**src/include/fifo_shared_config.svh**
```systemverilog
// Shared FIFO configuration
`ifndef FIFO_SHARED_CONFIG_SVH
`define FIFO_SHARED_CONFIG_SVH

////////////////////////////////////////////////////////////
// Queue and pool sizing
////////////////////////////////////////////////////////////

// Number of queues sharing the pool.
`define FS_NUM_QUEUES 2

// Pool entries shared by all queues.
`define FS_DEPTH 8

// Width of one stored item.
`define FS_WIDTH 8

// Most pop credits one queue can hold.
`define FS_POP_MAX_CREDITS 2

////////////////////////////////////////////////////////////
// Configuration port
////////////////////////////////////////////////////////////

`define FS_CFG_ADDR_WIDTH 4
`define FS_CFG_WORD_WIDTH 16

`endif

```
**src/fifo_shared_pkg.sv**
```systemverilog
// Shared FIFO types
`default_nettype none

`include "fifo_shared_config.svh"

package fifo_shared_pkg;

  // Queue id is at least one bit wide.
  localparam int qid_width = (`FS_NUM_QUEUES > 1) ? $clog2(`FS_NUM_QUEUES) : 1;
  localparam int ptr_width = $clog2(`FS_DEPTH);
  localparam int count_width = $clog2(`FS_DEPTH + 1);

  typedef logic [`FS_WIDTH-1:0] data_t;
  typedef logic [qid_width-1:0] qid_t;
  typedef logic [ptr_width-1:0] ptr_t;
  typedef logic [count_width-1:0] count_t;

  typedef logic [`FS_CFG_ADDR_WIDTH-1:0] cfg_addr_t;
  typedef logic [`FS_CFG_WORD_WIDTH-1:0] cfg_word_t;

  // Register map.
  localparam cfg_addr_t cfg_addr_pause = cfg_addr_t'(0);
  localparam cfg_addr_t cfg_addr_overflow = cfg_addr_t'(1);
  // Item counts start at this address with one word per queue
  localparam cfg_addr_t cfg_addr_count = cfg_addr_t'(2);

endpackage

`default_nettype wire

```
**src/fifo_shared_cfg.sv**
```systemverilog
// Configuration register block
`timescale 1ns/1ps
`default_nettype none

`include "fifo_shared_config.svh"

module fifo_shared_cfg (
  input  logic                                         clk,
  input  logic                                         rst_n,
  input  logic                                         cfg_req,
  input  logic                                         cfg_write,
  input  fifo_shared_pkg::cfg_addr_t                   cfg_addr,
  input  fifo_shared_pkg::cfg_word_t                   cfg_wdata,
  output logic                                         cfg_ack,
  output fifo_shared_pkg::cfg_word_t                   cfg_rdata,
  input  fifo_shared_pkg::count_t [`FS_NUM_QUEUES-1:0] counts,
  input  logic                                         overflow,
  output logic [`FS_NUM_QUEUES-1:0]                    pause_mask,
  output logic                                         clear_overflow
);
  import fifo_shared_pkg::*;

  logic      op_start;
  cfg_word_t read_word;

  // Request seen high while ack is still low.
  assign op_start = cfg_req && !cfg_ack;
  assign clear_overflow = op_start && cfg_write && (cfg_addr == cfg_addr_overflow);

  always_comb begin
    read_word = '0;
    if (cfg_addr == cfg_addr_pause) begin
      read_word = cfg_word_t'(pause_mask);
    end else if (cfg_addr == cfg_addr_overflow) begin
      read_word = cfg_word_t'(overflow);
    end
    for (int q = 0; q < `FS_NUM_QUEUES; q++) begin
      if (cfg_addr == cfg_addr_t'(cfg_addr_count + q)) begin
        read_word = cfg_word_t'(counts[q]);
      end
    end
  end

  // Ack follows req by one cycle in both directions.
  always_ff @(posedge clk) begin
    if (!rst_n) begin
      cfg_ack <= 1'b0;
      pause_mask <= '0;
    end else begin
      cfg_ack <= cfg_req;
      if (op_start && cfg_write && (cfg_addr == cfg_addr_pause)) begin
        pause_mask <= cfg_wdata[`FS_NUM_QUEUES-1:0];
      end
    end
  end

  // Read data holds from ack rise until the next request.
  always_ff @(posedge clk) begin
    if (op_start) begin
      cfg_rdata <= read_word;
    end
  end

endmodule

`default_nettype wire

```
**src/fifo_shared_linked_store.sv**
```systemverilog
// Shared pool with per-queue linked lists
`timescale 1ns/1ps
`default_nettype none

`include "fifo_shared_config.svh"

module fifo_shared_linked_store (
  input  logic                                           clk,
  input  logic                                           rst_n,
  input  logic                                           accept_valid,
  input  fifo_shared_pkg::data_t                         accept_data,
  input  fifo_shared_pkg::qid_t                          accept_qid,
  input  logic                                           pop_req,
  input  fifo_shared_pkg::qid_t                          pop_req_qid,
  output fifo_shared_pkg::data_t                         head_data,
  output logic                                           free_pulse,
  output fifo_shared_pkg::count_t [`FS_NUM_QUEUES-1:0]   counts
);
  import fifo_shared_pkg::*;

  ////////////////////////////////////////////////////////////
  // Storage
  ////////////////////////////////////////////////////////////

  data_t  data_mem   [`FS_DEPTH];
  ptr_t   next_ptr   [`FS_DEPTH];
  ptr_t   free_stack [`FS_DEPTH];
  count_t free_count;

  ptr_t   head_ptr   [`FS_NUM_QUEUES];
  ptr_t   tail_ptr   [`FS_NUM_QUEUES];
  count_t [`FS_NUM_QUEUES-1:0] item_count;

  logic [`FS_NUM_QUEUES-1:0] push_hit;
  logic [`FS_NUM_QUEUES-1:0] pop_hit;
  logic [`FS_NUM_QUEUES-1:0] push_to_empty;

  ptr_t alloc_ptr;
  ptr_t pop_ptr;

  // Top of the free stack is the next entry handed out.
  assign alloc_ptr = free_stack[ptr_t'(free_count - 1'b1)];
  assign pop_ptr = head_ptr[pop_req_qid];

  assign head_data = data_mem[pop_ptr];
  assign free_pulse = pop_req;
  assign counts = item_count;

  always_comb begin
    for (int q = 0; q < `FS_NUM_QUEUES; q++) begin
      push_hit[q] = accept_valid && (accept_qid == qid_t'(q));
      pop_hit[q] = pop_req && (pop_req_qid == qid_t'(q));
      // Popping the last item while pushing also makes the new entry the head.
      push_to_empty[q] = push_hit[q] &&
                         ((item_count[q] == '0) ||
                          (pop_hit[q] && (item_count[q] == count_t'(1))));
    end
  end

  ////////////////////////////////////////////////////////////
  // Free list
  ////////////////////////////////////////////////////////////

  always_ff @(posedge clk) begin
    if (!rst_n) begin
      free_count <= count_t'(`FS_DEPTH);
      for (int i = 0; i < `FS_DEPTH; i++) begin
        free_stack[i] <= ptr_t'(i);
      end
    end else begin
      if (accept_valid && pop_req) begin
        // Freed entry takes the slot of the one just allocated.
        free_stack[ptr_t'(free_count - 1'b1)] <= pop_ptr;
      end else if (accept_valid) begin
        free_count <= free_count - 1'b1;
      end else if (pop_req) begin
        free_stack[ptr_t'(free_count)] <= pop_ptr;
        free_count <= free_count + 1'b1;
      end
    end
  end

  ////////////////////////////////////////////////////////////
  // Entry payload and links
  ////////////////////////////////////////////////////////////

  always_ff @(posedge clk) begin
    if (accept_valid) begin
      data_mem[alloc_ptr] <= accept_data;
      if (!push_to_empty[accept_qid]) begin
        next_ptr[tail_ptr[accept_qid]] <= alloc_ptr;
      end
    end
  end

  // Per-queue head, tail and count.
  always_ff @(posedge clk) begin
    if (!rst_n) begin
      for (int q = 0; q < `FS_NUM_QUEUES; q++) begin
        head_ptr[q] <= '0;
        tail_ptr[q] <= '0;
        item_count[q] <= '0;
      end
    end else begin
      for (int q = 0; q < `FS_NUM_QUEUES; q++) begin
        if (push_to_empty[q]) begin
          head_ptr[q] <= alloc_ptr;
        end else if (pop_hit[q]) begin
          head_ptr[q] <= next_ptr[head_ptr[q]];
        end
        if (push_hit[q]) begin
          tail_ptr[q] <= alloc_ptr;
        end
        item_count[q] <= item_count[q] + count_t'(push_hit[q]) - count_t'(pop_hit[q]);
      end
    end
  end

endmodule

`default_nettype wire

```
**src/fifo_shared_pop_sched.sv**
```systemverilog
// Pop credit scheduler
`timescale 1ns/1ps
`default_nettype none

`include "fifo_shared_config.svh"

module fifo_shared_pop_sched (
  input  logic                                         clk,
  input  logic                                         rst_n,
  input  fifo_shared_pkg::count_t [`FS_NUM_QUEUES-1:0] counts,
  input  logic [`FS_NUM_QUEUES-1:0]                    pause_mask,
  input  logic [`FS_NUM_QUEUES-1:0]                    pop_credit,
  output logic                                         pop_req,
  output fifo_shared_pkg::qid_t                        pop_req_qid,
  input  fifo_shared_pkg::data_t                       head_data,
  output logic                                         pop_valid,
  output fifo_shared_pkg::data_t                       pop_data,
  output fifo_shared_pkg::qid_t                        pop_qid
);
  import fifo_shared_pkg::*;

  localparam int credit_width = $clog2(`FS_POP_MAX_CREDITS + 1);

  logic [credit_width-1:0] credit_q [`FS_NUM_QUEUES];

  logic [`FS_NUM_QUEUES-1:0] in_flight;
  logic [`FS_NUM_QUEUES-1:0] eligible;
  logic [`FS_NUM_QUEUES-1:0] spend;
  logic                      pick_valid;
  qid_t                      pick_qid;

  ////////////////////////////////////////////////////////////
  // Eligibility and round-robin pick
  ////////////////////////////////////////////////////////////

  // The pending pop has not left the store count yet.
  always_comb begin
    for (int q = 0; q < `FS_NUM_QUEUES; q++) begin
      in_flight[q] = pop_req && (pop_req_qid == qid_t'(q));
      eligible[q] = !pause_mask[q] && (credit_q[q] != '0) &&
                    (counts[q] > count_t'(in_flight[q]));
    end
  end

  // Search starts after the last queue picked.
  always_comb begin
    pick_valid = 1'b0;
    pick_qid = '0;
    for (int i = 1; i <= `FS_NUM_QUEUES; i++) begin
      if (!pick_valid && eligible[(int'(pop_req_qid) + i) % `FS_NUM_QUEUES]) begin
        pick_valid = 1'b1;
        pick_qid = qid_t'((int'(pop_req_qid) + i) % `FS_NUM_QUEUES);
      end
    end
  end

  always_comb begin
    for (int q = 0; q < `FS_NUM_QUEUES; q++) begin
      spend[q] = pick_valid && (pick_qid == qid_t'(q));
    end
  end

  ////////////////////////////////////////////////////////////
  // Credits, decision and output registers
  ////////////////////////////////////////////////////////////

  always_ff @(posedge clk) begin
    if (!rst_n) begin
      pop_req <= 1'b0;
      pop_req_qid <= '0;
      pop_valid <= 1'b0;
      for (int q = 0; q < `FS_NUM_QUEUES; q++) begin
        credit_q[q] <= '0;
      end
    end else begin
      pop_req <= pick_valid;
      if (pick_valid) begin
        pop_req_qid <= pick_qid;
      end
      pop_valid <= pop_req;
      for (int q = 0; q < `FS_NUM_QUEUES; q++) begin
        if (pop_credit[q] && !spend[q] &&
            (credit_q[q] != credit_width'(`FS_POP_MAX_CREDITS))) begin
          credit_q[q] <= credit_q[q] + 1'b1;
        end else if (spend[q] && !pop_credit[q]) begin
          credit_q[q] <= credit_q[q] - 1'b1;
        end
      end
    end
  end

  // Head data is read on the same edge the store deallocates.
  always_ff @(posedge clk) begin
    if (pop_req) begin
      pop_data <= head_data;
      pop_qid <= pop_req_qid;
    end
  end

endmodule

`default_nettype wire

```
**src/fifo_shared_push_credit.sv**
```systemverilog
// Push side credit receiver
`timescale 1ns/1ps
`default_nettype none

`include "fifo_shared_config.svh"

module fifo_shared_push_credit (
  input  logic                   clk,
  input  logic                   rst_n,
  input  logic                   push_valid,
  input  fifo_shared_pkg::data_t push_data,
  input  fifo_shared_pkg::qid_t  push_qid,
  input  logic                   free_pulse,
  input  logic                   clear_overflow,
  output logic                   push_credit,
  output logic                   accept_valid,
  output fifo_shared_pkg::data_t accept_data,
  output fifo_shared_pkg::qid_t  accept_qid,
  output logic                   overflow
);
  import fifo_shared_pkg::*;

  // Credits still owed to the sender, and credits granted but unused.
  count_t return_count;
  count_t granted_count;
  logic   credit_out;
  logic   have_credit;
  logic   drop;

  // One credit leaves per cycle and freed entries queue behind the initial ones.
  assign credit_out = (return_count != '0) || free_pulse;

  // A credit pulse in the same cycle already counts as held.
  assign have_credit = (granted_count != '0) || push_credit;
  assign drop = push_valid && !have_credit;

  assign accept_valid = push_valid && have_credit;
  assign accept_data = push_data;
  assign accept_qid = push_qid;

  always_ff @(posedge clk) begin
    if (!rst_n) begin
      return_count <= count_t'(`FS_DEPTH);
      granted_count <= '0;
      push_credit <= 1'b0;
      overflow <= 1'b0;
    end else begin
      return_count <= return_count + count_t'(free_pulse) - count_t'(credit_out);
      granted_count <= granted_count + count_t'(push_credit) - count_t'(accept_valid);
      push_credit <= credit_out;
      // Sticky until cleared. A new drop wins over the clear.
      overflow <= (overflow && !clear_overflow) || drop;
    end
  end

endmodule

`default_nettype wire

```
**src/fifo_shared_top.sv**
```systemverilog
// Shared multi-queue FIFO top
`timescale 1ns/1ps
`default_nettype none

`include "fifo_shared_config.svh"

module fifo_shared_top (
  input  logic                             clk,
  input  logic                             rst_n,
  input  logic                             push_valid,
  input  fifo_shared_pkg::data_t           push_data,
  input  fifo_shared_pkg::qid_t            push_qid,
  output logic                             push_credit,
  output logic                             pop_valid,
  output fifo_shared_pkg::data_t           pop_data,
  output fifo_shared_pkg::qid_t            pop_qid,
  input  logic [`FS_NUM_QUEUES-1:0]        pop_credit,
  input  logic                             cfg_req,
  input  logic                             cfg_write,
  input  fifo_shared_pkg::cfg_addr_t       cfg_addr,
  input  fifo_shared_pkg::cfg_word_t       cfg_wdata,
  output logic                             cfg_ack,
  output fifo_shared_pkg::cfg_word_t       cfg_rdata
);
  import fifo_shared_pkg::*;

  logic                       accept_valid;
  data_t                      accept_data;
  qid_t                       accept_qid;
  logic                       free_pulse;
  logic                       overflow;
  logic                       clear_overflow;
  logic                       pop_req;
  qid_t                       pop_req_qid;
  data_t                      head_data;
  logic [`FS_NUM_QUEUES-1:0]  pause_mask;
  count_t [`FS_NUM_QUEUES-1:0] counts;

  fifo_shared_push_credit u_push_credit (
    .clk            (clk),
    .rst_n          (rst_n),
    .push_valid     (push_valid),
    .push_data      (push_data),
    .push_qid       (push_qid),
    .free_pulse     (free_pulse),
    .clear_overflow (clear_overflow),
    .push_credit    (push_credit),
    .accept_valid   (accept_valid),
    .accept_data    (accept_data),
    .accept_qid     (accept_qid),
    .overflow       (overflow)
  );

  fifo_shared_linked_store u_store (
    .clk          (clk),
    .rst_n        (rst_n),
    .accept_valid (accept_valid),
    .accept_data  (accept_data),
    .accept_qid   (accept_qid),
    .pop_req      (pop_req),
    .pop_req_qid  (pop_req_qid),
    .head_data    (head_data),
    .free_pulse   (free_pulse),
    .counts       (counts)
  );

  fifo_shared_pop_sched u_pop_sched (
    .clk         (clk),
    .rst_n       (rst_n),
    .counts      (counts),
    .pause_mask  (pause_mask),
    .pop_credit  (pop_credit),
    .pop_req     (pop_req),
    .pop_req_qid (pop_req_qid),
    .head_data   (head_data),
    .pop_valid   (pop_valid),
    .pop_data    (pop_data),
    .pop_qid     (pop_qid)
  );

  fifo_shared_cfg u_cfg (
    .clk            (clk),
    .rst_n          (rst_n),
    .cfg_req        (cfg_req),
    .cfg_write      (cfg_write),
    .cfg_addr       (cfg_addr),
    .cfg_wdata      (cfg_wdata),
    .cfg_ack        (cfg_ack),
    .cfg_rdata      (cfg_rdata),
    .counts         (counts),
    .overflow       (overflow),
    .pause_mask     (pause_mask),
    .clear_overflow (clear_overflow)
  );

endmodule

`default_nettype wire

```
**config.mk**
```make
export PLATFORM = sky130hd
export DESIGN_NAME = fifo_shared_top
export DESIGN_NICKNAME = d
export VERILOG_FILES = /design/src/fifo_shared_pkg.sv /design/src/fifo_shared_cfg.sv /design/src/fifo_shared_linked_store.sv /design/src/fifo_shared_pop_sched.sv /design/src/fifo_shared_push_credit.sv /design/src/fifo_shared_top.sv
export VERILOG_INCLUDE_DIRS = /design/src /design/src/include
export SDC_FILE = /design/constraint.sdc
export NUM_CORES = 1
export LEC_CHECK = 0
export BUFFER_PORTS_ARGS = -buffer_cell sky130_fd_sc_hd__clkbuf_2
export CAP_MARGIN = 40
export CORE_MARGIN = 4
export CORE_UTILIZATION = 56
export CTS_BUF_LIST = sky130_fd_sc_hd__clkbuf_2 sky130_fd_sc_hd__clkbuf_4 sky130_fd_sc_hd__clkbuf_8
export CTS_CLUSTER_DIAMETER = 100
export DETAILED_ROUTE_END_ITERATION = 10
export PLACE_DENSITY = 0.77
export SETUP_SLACK_MARGIN = 0.05
export SLEW_MARGIN = 20
export SYNTH_ARGS = -nofsm -noshare
export SYNTH_HDL_FRONTEND = slang
export SYNTH_SLANG_ARGS = --single-unit
```
**constraint.sdc**
```tcl
create_clock -name clk -period 2.7 [get_ports clk]
set_clock_uncertainty 0.05 [all_clocks]
set_input_delay 0.27 -clock clk [delete_from_list [all_inputs] [get_ports clk]]
set_output_delay 0.27 -clock clk [all_outputs]
set_load 0.05 [all_outputs]
```
---- Yosys cells after proc, flatten, opt, wreduce, memory -nomap -nowiden ----
Memory sizes are Yosys's and may differ from the RTL's. A register that Yosys moved wholly into a read port is not among the register bits.
Index checks and enable logic that the tools add are counted.
cells by class
  add/sub/neg operators ................... 16
  order comparisons ....................... 5
  eq/ne operators ......................... 7
  mux-type cells .......................... 84
  bitwise logic cells ..................... 16
  reductions and logical operators ........ 56
operator list
  operator               number
  $mux W1                65
  $mux W3                10
  $logic_and A1 B1 Y1    29
  $add A4 B1 Y4          4
  $mux W4                4
  $sub A4 B1 Y4          4
  $eq A4 B1 Y1 const B   3
  $logic_not A4 Y1       3
  $logic_not A1 Y1       10
  $mux W2                5
  $or A1 B1 Y1           10
  $reduce_or A3 Y1       3
  $eq A4 B2 Y1 const B   2
  $gt A4 B1 Y1           2
  $reduce_bool A4 Y1     2
  $lt A2 B3 Y1 const B   2
  $reduce_bool A2 Y1     3
  $logic_or A1 B1 Y1     5
  $add A2 B1 Y2 const B  2
  $add A4 B1 Y4 const B  1
  $ne A2 B2 Y1 const B   2
  $not A1 Y1             4
  $sub A2 B1 Y2 const B  2
  $sub A4 B1 Y4 const B  1
  other kinds (4)        6
storage, ports and cells
  bits in registers ....................... 45
  RAM bits ................................ 128
  output and inout bits ................... 28
  word-level logic and storage cells ...... 205
  memories kept ........................... 6
memory list
  name                  words  bits a word  rd ports  clocked after Yosys merged registers in  write ports  RTL line                        text
  u_store.data_mem      8      8            1         1                                        1            fifo_shared_linked_store.sv:25  data_t data_mem [`FS_DEPTH];
  u_store.free_stack    8      3            1         0                                        8            fifo_shared_linked_store.sv:27  ptr_t free_stack [`FS_DEPTH];
  u_store.next_ptr      8      3            2         0                                        1            fifo_shared_linked_store.sv:26  ptr_t next_ptr [`FS_DEPTH];
  u_store.head_ptr      2      3            3         1                                        2            fifo_shared_linked_store.sv:30  ptr_t head_ptr [`FS_NUM_QUEUES];
  u_store.tail_ptr      2      3            1         0                                        2            fifo_shared_linked_store.sv:31  ptr_t tail_ptr [`FS_NUM_QUEUES];
  u_pop_sched.credit_q  2      2            2         0                                        2            fifo_shared_pop_sched.sv:24     logic [credit_width-1:0] credit_q [`FS_NUM_QUEUES];

---- Longest topological paths before layout ----
Gate-level depths: netlist of the first run.
  word-level depth ........................ 21
  gate-level depth with buffers ........... 12

---- Cells and area by module ----
A second synthesis of the first run with hierarchy kept.
unflattened totals
  cells, all modules ...................... 677
  area total of the unflattened synthesis .. 8535.7 um^2
by module, submodules not included
  module                    instances  cells each  area each (um^2)
  fifo_shared_linked_store  1          500         6641.4
  fifo_shared_pop_sched     1          61          782.0
  fifo_shared_push_credit   1          72          670.6
  fifo_shared_cfg           1          44          441.7

---- Worst setup path before layout of the first run ----
OpenSTA, ideal clock, no wires.
  path type ............................... flip-flop to flip-flop
  from .................................... register u_store.free_count[0]
  to ...................................... memory u_store.data_mem[0][0] (netlist bit) (enable)
  setup time .............................. 0.370 ns
  arrival ................................. 2.413 ns
  data required time ...................... 2.280 ns
  path slack .............................. -0.134 ns
  stages on the path, launching flop included .. 9
  path buffers ............................ 2
  cell sequence ........................... dfxtp_1 > buf_6 > inv_1 > ha_1 > clkbuf_1 > mux4_2 > mux2_2 > or2_1 > nor2_1
on the way
  word-level cells in the longest chain between the ends .. 2
RTL lines
  item                            RTL line                        text
  start: declaration              fifo_shared_linked_store.sv:28  count_t free_count;
  start signal: assignment        fifo_shared_linked_store.sv:66  free_count <= count_t'(`FS_DEPTH);
  start signal: assignment        fifo_shared_linked_store.sv:75  free_count <= free_count - 1'b1;
  start signal: assignment        fifo_shared_linked_store.sv:78  free_count <= free_count + 1'b1;
  $sub A4 B1 Y4                   fifo_shared_linked_store.sv:42  assign alloc_ptr = free_stack[ptr_t'(free_count - 1'b1)];
  $mem_v2 Z8 W3                   n/a
  named net u_store.alloc_ptr[2]  fifo_shared_linked_store.sv:38  ptr_t alloc_ptr;
  end: declaration                fifo_shared_linked_store.sv:25
The timed path passes the listed nets, and every way through them passes these cells.

---- Worst setup path after layout of the first run ----
  from .................................... register u_store.free_count[0]
  to ...................................... memory u_store.data_mem[0][2] (netlist bit) (enable)
The elaborated chain is that of the path after synthesis.

==> impl_metrics.csv, run 1 <==
group,metric,value,unit
power,netSwitchingFraction,0.4023,
cts,cts_buffers,17,
die,row_count,43,
die,start_util,0.5796,
timing,slew_headroom,0.5424,
layout,stdcell_area,0.009193,mm²
global_route,grt_max_degree,36,
layout,multi_input_area,0.003077,mm²
layout,fin_nets,774,
worst_setup_path,crit_fanout,14,
timing,drv_slew,0,
die,die_x,128.8,µm
worst_setup_path,crit_chain,"buf_4 -> mux4_1 -> mux2_2 -> buf_4 -> or2_1 -> nor2_2 -> buf_4",
layout,antenna_cells,0,
synthesis,ys_seq_elements,169,
synthesis,ys_warn_count,0,
die,ios,64,
power,seqPwrFrac,0.373,
timing,rsz0062_at_grt,"true",
worst_setup_path,critPathTopFamily,"multiplexers",
power,cellInternalPower,6.410,mW
cts,h-tree-depth,4,
synthesis,synth.largest_area_cell,"edfxtp_1",
worst_setup_path,cp-start-kind,"flop",
min_path,hp-class,"input pin to flop",
global_route,grt.total_usage,0.2061,
worst_setup_path,path_buf_inv,3,
synthesis,ys_types,58,
place,dpl.hpwl,11320,µm
cts,clk_latency,0.47,ns
layout,fill_cells,973,
route,vias_per_cell,5.825,
worst_setup_path,worst-path-stages,7,
place,io_buffers,37,
place,place_ws,0.004764,ns
cts,cts_tree,"yes",
global_route,grt_pass1_wl,26470,µm
worst_setup_path,slowest_stage,"mux4_1",
synthesis,syn_area_per_cell,12.57,µm²
global_route,grt_pass1_vias,5408,
layout,drive_above_1_share,0.2110,
route,wire_per_inst,17.92,µm
layout,post-route-util,0.6521,
timing,tightestPinTransition,0.6721,ns
min_path,holdCritStartpoint,"push_data[2]",
global_route,grt_overflow_total,0,
timing,finalCriticalPeriod,2.572,ns
route,ant_nets,0,
power,ir_worst_vdd,0.5731,mV
layout,regArea,0.004795,mm²
synthesis,synth_edf_count,141,
run_status,outcome,"complete, no violations",
route,dr.pass1.iters,5,
cts,clock_path_buffers,2,
worst_setup_path,crit_type,"flop to flop",
power,combPwrFrac,0.452,
timing,setup_viol,0,
synthesis,yosysMostFrequentCell,"edfxtp_1",
place,dp.cells,865,
worst_setup_path,r2r_start,"u_store.free_count[0]",
cts,cts_root_buf,"clkbuf_8",
synthesis,ys.flop_type,"edfxtp_1",
timing,hold_viol_final,0,
power,leakagePower,3.414,nW
timing,fin_hold_ws,0.01694,ns
timing,fmax,388.8,MHz
job,max-cap-violations,0,
synthesis,synth.top_cell.area_share,0.5182,
synthesis,synth.area.top_cells,"edfxtp_1 52%, dfxtp_1 6.9%, mux4_2 6.3%, ha_1 3.4%, nor2_1 2.9%",
cts,path_clk_slew,0.10,ns
synthesis,yosys-top-cells-count,"141 x edfxtp_1, 63 x nor2_1, 50 x nand2_1",
route,wirelength,16220,µm
timing,fin_ws,0.1279,ns
die,die_area,0.01659,mm²
synthesis,syn_area,0.008170,mm²
worst_setup_path,cp.arrival,2.70,ns
min_path,holdPathStages,1,
route,via_count,5272,
worst_setup_path,cp_data_required_time,2.83,ns
worst_setup_path,crit_start,"u_store.free_count[0]",
die,die_y,128.8,µm
synthesis,synth_cells,650,
synthesis,seq_area_frac_synth,0.5868,
die,coreArea,0.01410,mm²
route,drc,0,
power,p_clk_frac,0.174,
worst_setup_path,critPathMaxStageDelay,0.57,ns
synthesis,synthArstFlopShare,0,
place,dpl_cell_area,0.008628,mm²
layout,area_growth,12.51,%
power,switchingPower,4.315,mW
layout,fin_cells,905,
route,first_iter_violations,602,
global_route,antenna_found_initial,0,
power,cellPowerDensity,1167,mW/mm²
timing,period_share,0.9526,
place,gp_congestion,0.8352,
cts,cts_sinks,169,
worst_setup_path,end_kind,"flop",
worst_setup_path,rr_worst_depth,7,
worst_setup_path,path_common_cell,"buf_4",
final cells by class:
cell class                 count  share of cell area
timing repair buffer          75             0.05417
clock inverter                15             0.02164
inverter                      44             0.01797
tap                          180             0.02450
clock buffer                  17             0.02545
sequential                   169              0.5216
multi-input combinational    405              0.3347
power by group through the flow:
| stage | logic (mW) | clock network [mW] | registers (mW) |
|---|---|---|---|
| 6_report | 4.85 | 1.87 | 4.00 |
| 5_1_grt | 5.36 | 2.02 | 4.06 |
| 4_1_cts | 4.78 | 1.89 | 4.00 |
| 3_5_place_dp | 4.73 | 0 | 4.06 |
| 3_3_place_gp | 4.50 | 0 | 4.02 |
| 2_1_floorplan | 3.26 | 0 | 4.20 |
per-stage QoR:
step           setup TNS, ns  total power, mW
3_3_place_gp               0            8.518
3_5_place_dp               0            8.782
6_report                   0            10.72
5_1_grt                    0            11.43
4_1_cts                    0            10.67
2_1_floorplan         -1.757            7.463
sequential cells by signal, summed over array words and instances (netlist names), 2 cells and up, named ones only:
name                         cells
u_store.data_mem                64
u_store.free_stack              24
u_store.next_ptr                24
u_pop_sched.pop_data             8
u_store.counts                   8
u_store.head_ptr                 6
u_store.tail_ptr                 6
u_cfg.cfg_rdata                  4
u_pop_sched.credit_q             4
u_push_credit.granted_count      4
u_push_credit.return_count       4
u_store.free_count               3
u_cfg.pause_mask                 2
cells in the final DEF (no fill, tap or decap), types with 3 or more instances in the layout:
| cell type | n |
|---|---|
| a211oi_1 | 20 |
| a21o_1 | 15 |
| a21oi_1 | 28 |
| a22oi_1 | 3 |
| and2_1 | 11 |
| buf_4 | 31 |
| clkbuf_2 | 37 |
| clkbuf_8 | 17 |
| clkinv_8 | 5 |
| conb_1 | 12 |
| dfxtp_1 | 28 |
| dlygate4sd3_1 | 6 |
| edfxtp_1 | 141 |
| fa_1 | 4 |
| ha_1 | 21 |
| inv_1 | 44 |
| inv_8 | 5 |
| mux2i_1 | 12 |
| mux4_1 | 4 |
| mux4_2 | 23 |
| nand2_1 | 48 |
| nand2b_1 | 9 |
| nand3_1 | 13 |
| nor2_1 | 57 |
| nor2_2 | 5 |
| nor2b_1 | 3 |
| nor3_1 | 14 |
| o211ai_1 | 12 |
| o21ai_0 | 30 |
| o22ai_1 | 3 |
| or2_2 | 4 |
| xnor2_1 | 7 |
| xor2_1 | 4 |
logic make-up after synthesis:
| family | count (synthesis) | synth area share |
|---|---|---|
| AO/OA/AOI/OAI | 126 | 0.1003 |
| XOR/XNOR | 12 | 0.01286 |
| adder cells (fa/ha/maj) | 26 | 0.04349 |
| buffers and inverters | 87 | 0.04931 |
| flip-flops | 169 | 0.5868 |
| multiplexers | 46 | 0.1021 |
| other | 1 | 0.0004590 |
| AND/OR/NAND/NOR | 183 | 0.1046 |
routing by layer:
layer | vias to the layer above | wire length [µm] | share of wire | global-route usage
met2 | 164 | 8358 | 0.52 | 0.3546
met5 | - | 0 | 0 | 0
met1 | 2594 | 6741 | 0.42 | 0.2618
li1 | 2495 | - | - | -
met4 | 0 | 206 | 0.013 | 0.05374
met3 | 19 | 916 | 0.056 | 0.05272
timing repair:
| action | 4_1_cts | 5_1_grt |
|---|---|---|
| hold endpoints to repair | 6 | 9 |
| setup endpoints to repair | 24 | 52 |
| pin swaps | 0 | 2 |
| gates resized for setup | 4 | 10 |
| buffers inserted | 0 | 2 |
| hold buffers | 4 | 2 |
path summary, 6_finish.rpt:
| kind | endpoint | slack [ns] |
|---|---|---|
| worst max-delay path | u_store.data_mem[0][2] | 0.13 |
| worst min-delay path | u_store.data_mem[2][2] | 0.02 |
| worst max register to register | u_store.data_mem[0][2] | 0.13 |
| worst min register to register | u_store.free_count[1] | 0.46 |
worst reg2reg max path: stages, from the launching register on:
cell and delay (ns):
dfxtp_1 0.35, buf_4 0.21, mux4_1 0.58, mux2_2 0.32
buf_4 0.20, or2_1 0.28, nor2_2 0.09, buf_4 0.20
No activity file was read; power rests on OpenSTA's default activity.
==> run 2, diff against run 1 <==
PLACE_DENSITY = 0.82   (was 0.77)
==> impl_metrics.csv, run 2 (synthesized netlist as in run 1, its figures left out) <==
group,metric,value,unit
global_route,grt_pass1_wl,26500,µm
power,ir_worst_vdd,0.5216,mV
layout,fin_nets,769,
cts,clk_latency,0.47,ns
cts,cts_root_buf,"clkbuf_8",
cts,cts_sinks,169,
layout,post-route-util,0.6475,
timing,finalCriticalPeriod,2.554,ns
global_route,grt_overflow_total,0,
place,dp.cells,861,
die,die_y,128.8,µm
power,leakagePower,3.393,nW
place,gp_congestion,0.7734,
layout,antenna_cells,0,
route,vias_per_cell,5.959,
job,max-cap-violations,0,
timing,tightestPinTransition,0.5336,ns
cts,path_clk_slew,0.11,ns
die,die_area,0.01659,mm²
layout,fill_cells,1013,
route,ant_nets,0,
timing,period_share,0.9458,
cts,cts_buffers,17,
min_path,hp-class,"input pin to flop",
route,dr.pass1.iters,6,
layout,layout_common_cells,"141 x edfxtp_1, 59 x nor2_1, 49 x nand2_1, 44 x inv_1, 37 x clkbuf_2",
run_status,outcome,"complete, no violations",
layout,layout_commonest_cell,"edfxtp_1",
cts,clock_path_buffers,2,
worst_setup_path,cp.arrival,2.68,ns
global_route,grt_pass1_vias,5310,
worst_setup_path,cp_data_required_time,2.83,ns
timing,hold_viol_final,0,
timing,fin_hold_ws,0.03185,ns
global_route,grt_max_degree,36,
layout,fin_cells,900,
place,io_buffers,37,
worst_setup_path,end_kind,"flop",
route,wirelength,16340,µm
cts,cts_tree,"yes",
layout,top_register,"u_store.data_mem",
die,die_x,128.8,µm
global_route,antenna_found_initial,0,
die,ios,64,
cts,h-tree-depth,4,
timing,fmax,391.6,MHz
timing,slew_headroom,0.6405,
worst_setup_path,crit_type,"flop to flop",
route,wire_per_inst,18.16,µm
timing,rsz0062_at_grt,"false",
layout,drive_above_1_share,0.2042,
die,coreArea,0.01410,mm²
worst_setup_path,cp-start-kind,"flop",
timing,drv_slew,0,
timing,setup_viol,0,
worst_setup_path,crit_fanout,12,
route,first_iter_violations,539,
power,finalPower,10.63,mW
global_route,grt.total_usage,0.2066,
place,dpl.hpwl,11470,µm
layout,largest_reg_flops,64,
die,row_count,43,
die,start_util,0.5796,
route,via_count,5363,
power,cellPowerDensity,1165,mW/mm²
route,drc,0,
layout,area_growth,11.72,%
[run 2: path summary, 6_finish.rpt]
check | from | endpoint | slack (ns) | cells past startpoint
worst max-delay path | u_store.free_count[1] | u_store.data_mem[4][2] | 0.15 | 8
worst min register to register | u_pop_sched.credit_q[1][0] | u_pop_sched.credit_q[1][0] | 0.51 | 1
worst max register to register | u_store.free_count[1] | u_store.data_mem[4][2] | 0.15 | 8
worst min-delay path | push_data[0] | u_store.data_mem[0][0] | 0.03 | 1
[run 2: routing by layer]
metal  track usage  wire length [µm]  share of wire
met5             0                 0              0
met4       0.07844               391          0.024
met1        0.2608              6514           0.40
met2        0.3540              8366           0.51
met3       0.04068              1069          0.065
[run 2: cell type report]
class | count | area (µm²) | share of cell area
Sequential cell | 169 | 4795 | 0.5253
Multi-Input combinational cell | 405 | 3055 | 0.3347
Timing Repair Buffer | 70 | 455.4 | 0.04990
Clock buffer | 17 | 234.0 | 0.02563
Tap cell | 180 | 225.2 | 0.02467
Clock inverter | 15 | 197.7 | 0.02166
Inverter | 44 | 165.2 | 0.01809
[run 2: what timing repair did]
action / 4_1_cts / 5_1_grt
pin swaps: 0 / 2
endpoints found under the hold margin: 5 / 0
hold buffers: 4 / 0
setup endpoints to repair: 3 / 47
gates resized for setup: 1 / 7
setup buffers: 0 / 2
[run 2: metrics by stage]
| step | worst slack [ns] | TNS (ns) | cell area, µm² |
|---|---|---|---|
| 4_1_cts | 0.06760 | 0 | 9084 |
| 5_1_grt | 0.05837 | 0 | 9128 |
| 2_1_floorplan | -0.06981 | -1.757 | 8227 |
| 3_3_place_gp | 0.1605 | 0 | 8611 |
| 6_report | 0.1463 | 0 | 9128 |
| 3_5_place_dp | 0.05717 | 0 | 8611 |
[run 2: critical path: stages (launching register included)]
cell,delay [ns]
dfxtp_1,0.39
inv_1,0.09
ha_2,0.43
mux4_2,0.32
mux2_4,0.32
buf_4,0.19
nand2b_1,0.18
nor2_2,0.10
buf_4,0.19
[run 2: power breakdown]
part           leakage [nW]  switching [mW]  internal [mW]
Combinational          1.65            2.91           1.89
Sequential             1.52           0.308           3.65
Clock                 0.216            1.07          0.800
==> run 3, diff against run 2 <==
CORE_MARGIN = 2   (was 4)
==> impl_metrics.csv, run 3 (synthesized netlist as in run 1, its figures left out) <==
group,metric,value,unit
route,ant_nets,0,
worst_setup_path,crit_fanout,14,
cts,h-tree-depth,4,
place,dp.cells,870,
worst_setup_path,rr_endpoint,"u_store.data_mem[0][4]",
layout,largest_reg_flops,64,
global_route,grt_pass1_wl,26460,µm
route,dr.pass1.iters,6,
min_path,hp-class,"input pin to flop",
route,drc,0,
timing,tightestPinTransition,0.6246,ns
timing,rsz0062_at_grt,"false",
cts,path_clk_slew,0.09,ns
route,wirelength,16380,µm
timing,slew_headroom,0.5747,
min_path,holdPathEnd,"u_store.data_mem[6][4]",
global_route,grt_pass1_vias,5328,
layout,post-route-util,0.6317,
die,coreArea,0.01437,mm²
route,first_iter_violations,578,
global_route,grt_max_degree,36,
worst_setup_path,r2r_slack,0.09,ns
timing,hold_viol_final,0,
power,cellPowerDensity,1163,mW/mm²
timing,fin_ws,0.08970,ns
run_status,outcome,"complete, no violations",
global_route,grt.total_usage,0.2171,
layout,fill_cells,1044,
die,die_y,124.8,µm
layout,fin_nets,770,
cts,cts_buffers,17,
layout,drive_above_1_share,0.2094,
place,place_ws,-0.01255,ns
die,ios,64,
power,ir_worst_vdd,0.5131,mV
global_route,antenna_found_initial,0,
cts,cts_sinks,169,
cts,clock_path_buffers,2,
cts,cts_tree,"yes",
timing,finalCriticalPeriod,2.610,ns
cts,postCtsSetupRepairBufs,0,
layout,multi_input_area,0.003059,mm²
layout,fin_cells,905,
layout,layout_commonest_cell,"edfxtp_1",
cts,clk_latency,0.46,ns
place,dpl.hpwl,11630,µm
route,wire_per_inst,18.10,µm
die,die_area,0.01557,mm²
die,start_util,0.5686,
timing,period_share,0.9668,
layout,top_register,"u_store.data_mem",
layout,area_growth,11.09,%
min_path,holdPathStages,1,
timing,fmax,383.1,MHz
timing,fin_hold_ws,0.04857,ns
worst_setup_path,crit_type,"flop to flop",
die,die_x,124.8,µm
layout,regArea,0.004795,mm²
route,via_count,5240,
worst_setup_path,cp.arrival,2.73,ns
timing,drv_slew,0,
place,io_buffers,37,
die,row_count,44,
layout,layout_common_cells,"141 x edfxtp_1, 56 x nor2_1, 49 x nand2_1, 44 x inv_1, 37 x clkbuf_2",
global_route,grt_overflow_total,0,
route,vias_per_cell,5.790,
place,gp_congestion,0.8241,
job,max-cap-violations,0,
power,leakagePower,3.367,nW
worst_setup_path,cp_data_required_time,2.82,ns
worst_setup_path,rr_worst_depth,8,
worst_setup_path,cp-start-kind,"flop",
worst_setup_path,end_kind,"flop",
cts,cts_root_buf,"clkbuf_8",
timing,setup_viol,0,
layout,antenna_cells,0,
worst_setup_path,r2r_start,"u_store.free_count[0]",
min_path,holdCritStartpoint,"push_data[4]",
[run 3: cell types whose count changed in the layout (fill, tap and decap cells not counted), moves of 2 or more]
cell,change
clkinv_4,+2
nor2_2,+3
buf_4,+3
nor2_1,-3
clkinv_2,+2
clkinv_8,-5
inv_8,-2
[run 3: timing repair]
action,CTS,global route
endpoints found under the setup margin,17,70
endpoints found under the hold margin,3,0
hold buffers,3,0
resized for setup,2,8
[run 3: area by class of cell]
class                   instances  share of cell area
clock buffers                  18             0.02661
clock inverters                14             0.01516
inverters                      44             0.01820
multi-input cells             405              0.3371
flip-flops and latches        169              0.5283
well taps                     184             0.02537
repair buffers                 71             0.04935
[run 3: worst max path at each step]
| stage | from | endpoint | cells past startpoint |
|---|---|---|---|
| 6_report | u_store.free_count[0] | u_store.data_mem[0][4] | 8 |
| 5_1_grt | u_store.free_count[0] | u_store.data_mem[0][4] | 8 |
| 4_1_cts | u_store.free_count[0] | u_store.data_mem[7][2] | 7 |
| 3_5_place_dp | u_store.free_count[0] | u_store.data_mem[3][2] | 6 |
| 3_3_place_gp | u_store.free_count[0] | u_store.data_mem[3][2] | 6 |
| 2_1_floorplan | u_store.free_count[0] | u_store.data_mem[2][0] | 8 |
[run 3: critical path, cell delays in order, from the launching register on]
cell and delay [ns]:
dfxtp_1 0.32, inv_1 0.08, ha_2 0.20, xor2_1 0.49
mux2_2 0.41, buf_4 0.20, or2_1 0.28, nor2_2 0.11
buf_4 0.20
[run 3: through the flow]
| step | setup TNS [ns] | power, mW | instance area [µm²] |
|---|---|---|---|
| after floorplan | -1.757 | 7.463 | 8227 |
| after global placement | 0 | 8.476 | 8641 |
| after detailed placement | -0.09666 | 8.789 | 8641 |
| after CTS | 0 | 10.52 | 9054 |
| after global routing | 0 | 11.21 | 9076 |
| final | 0 | 10.55 | 9076 |
[run 3: report_power, final]
| part | total (mW) | switching, mW | internal (mW) | leakage, nW |
|---|---|---|---|---|
| combinational | 4.80 | 2.86 | 1.94 | 1.65 |
| sequential | 4.02 | 0.359 | 3.66 | 1.52 |
| clock | 1.73 | 0.972 | 0.763 | 0.195 |
| total | 10.6 | 4.19 | 6.36 | 3.37 |
[run 3: layer usage]
metal / wire, µm / GRT usage
met5: 0 / 0
met4: 254 / 0.06742
met3: 1047 / 0.04639
met2: 8571 / 0.3777
met1: 6505 / 0.2733
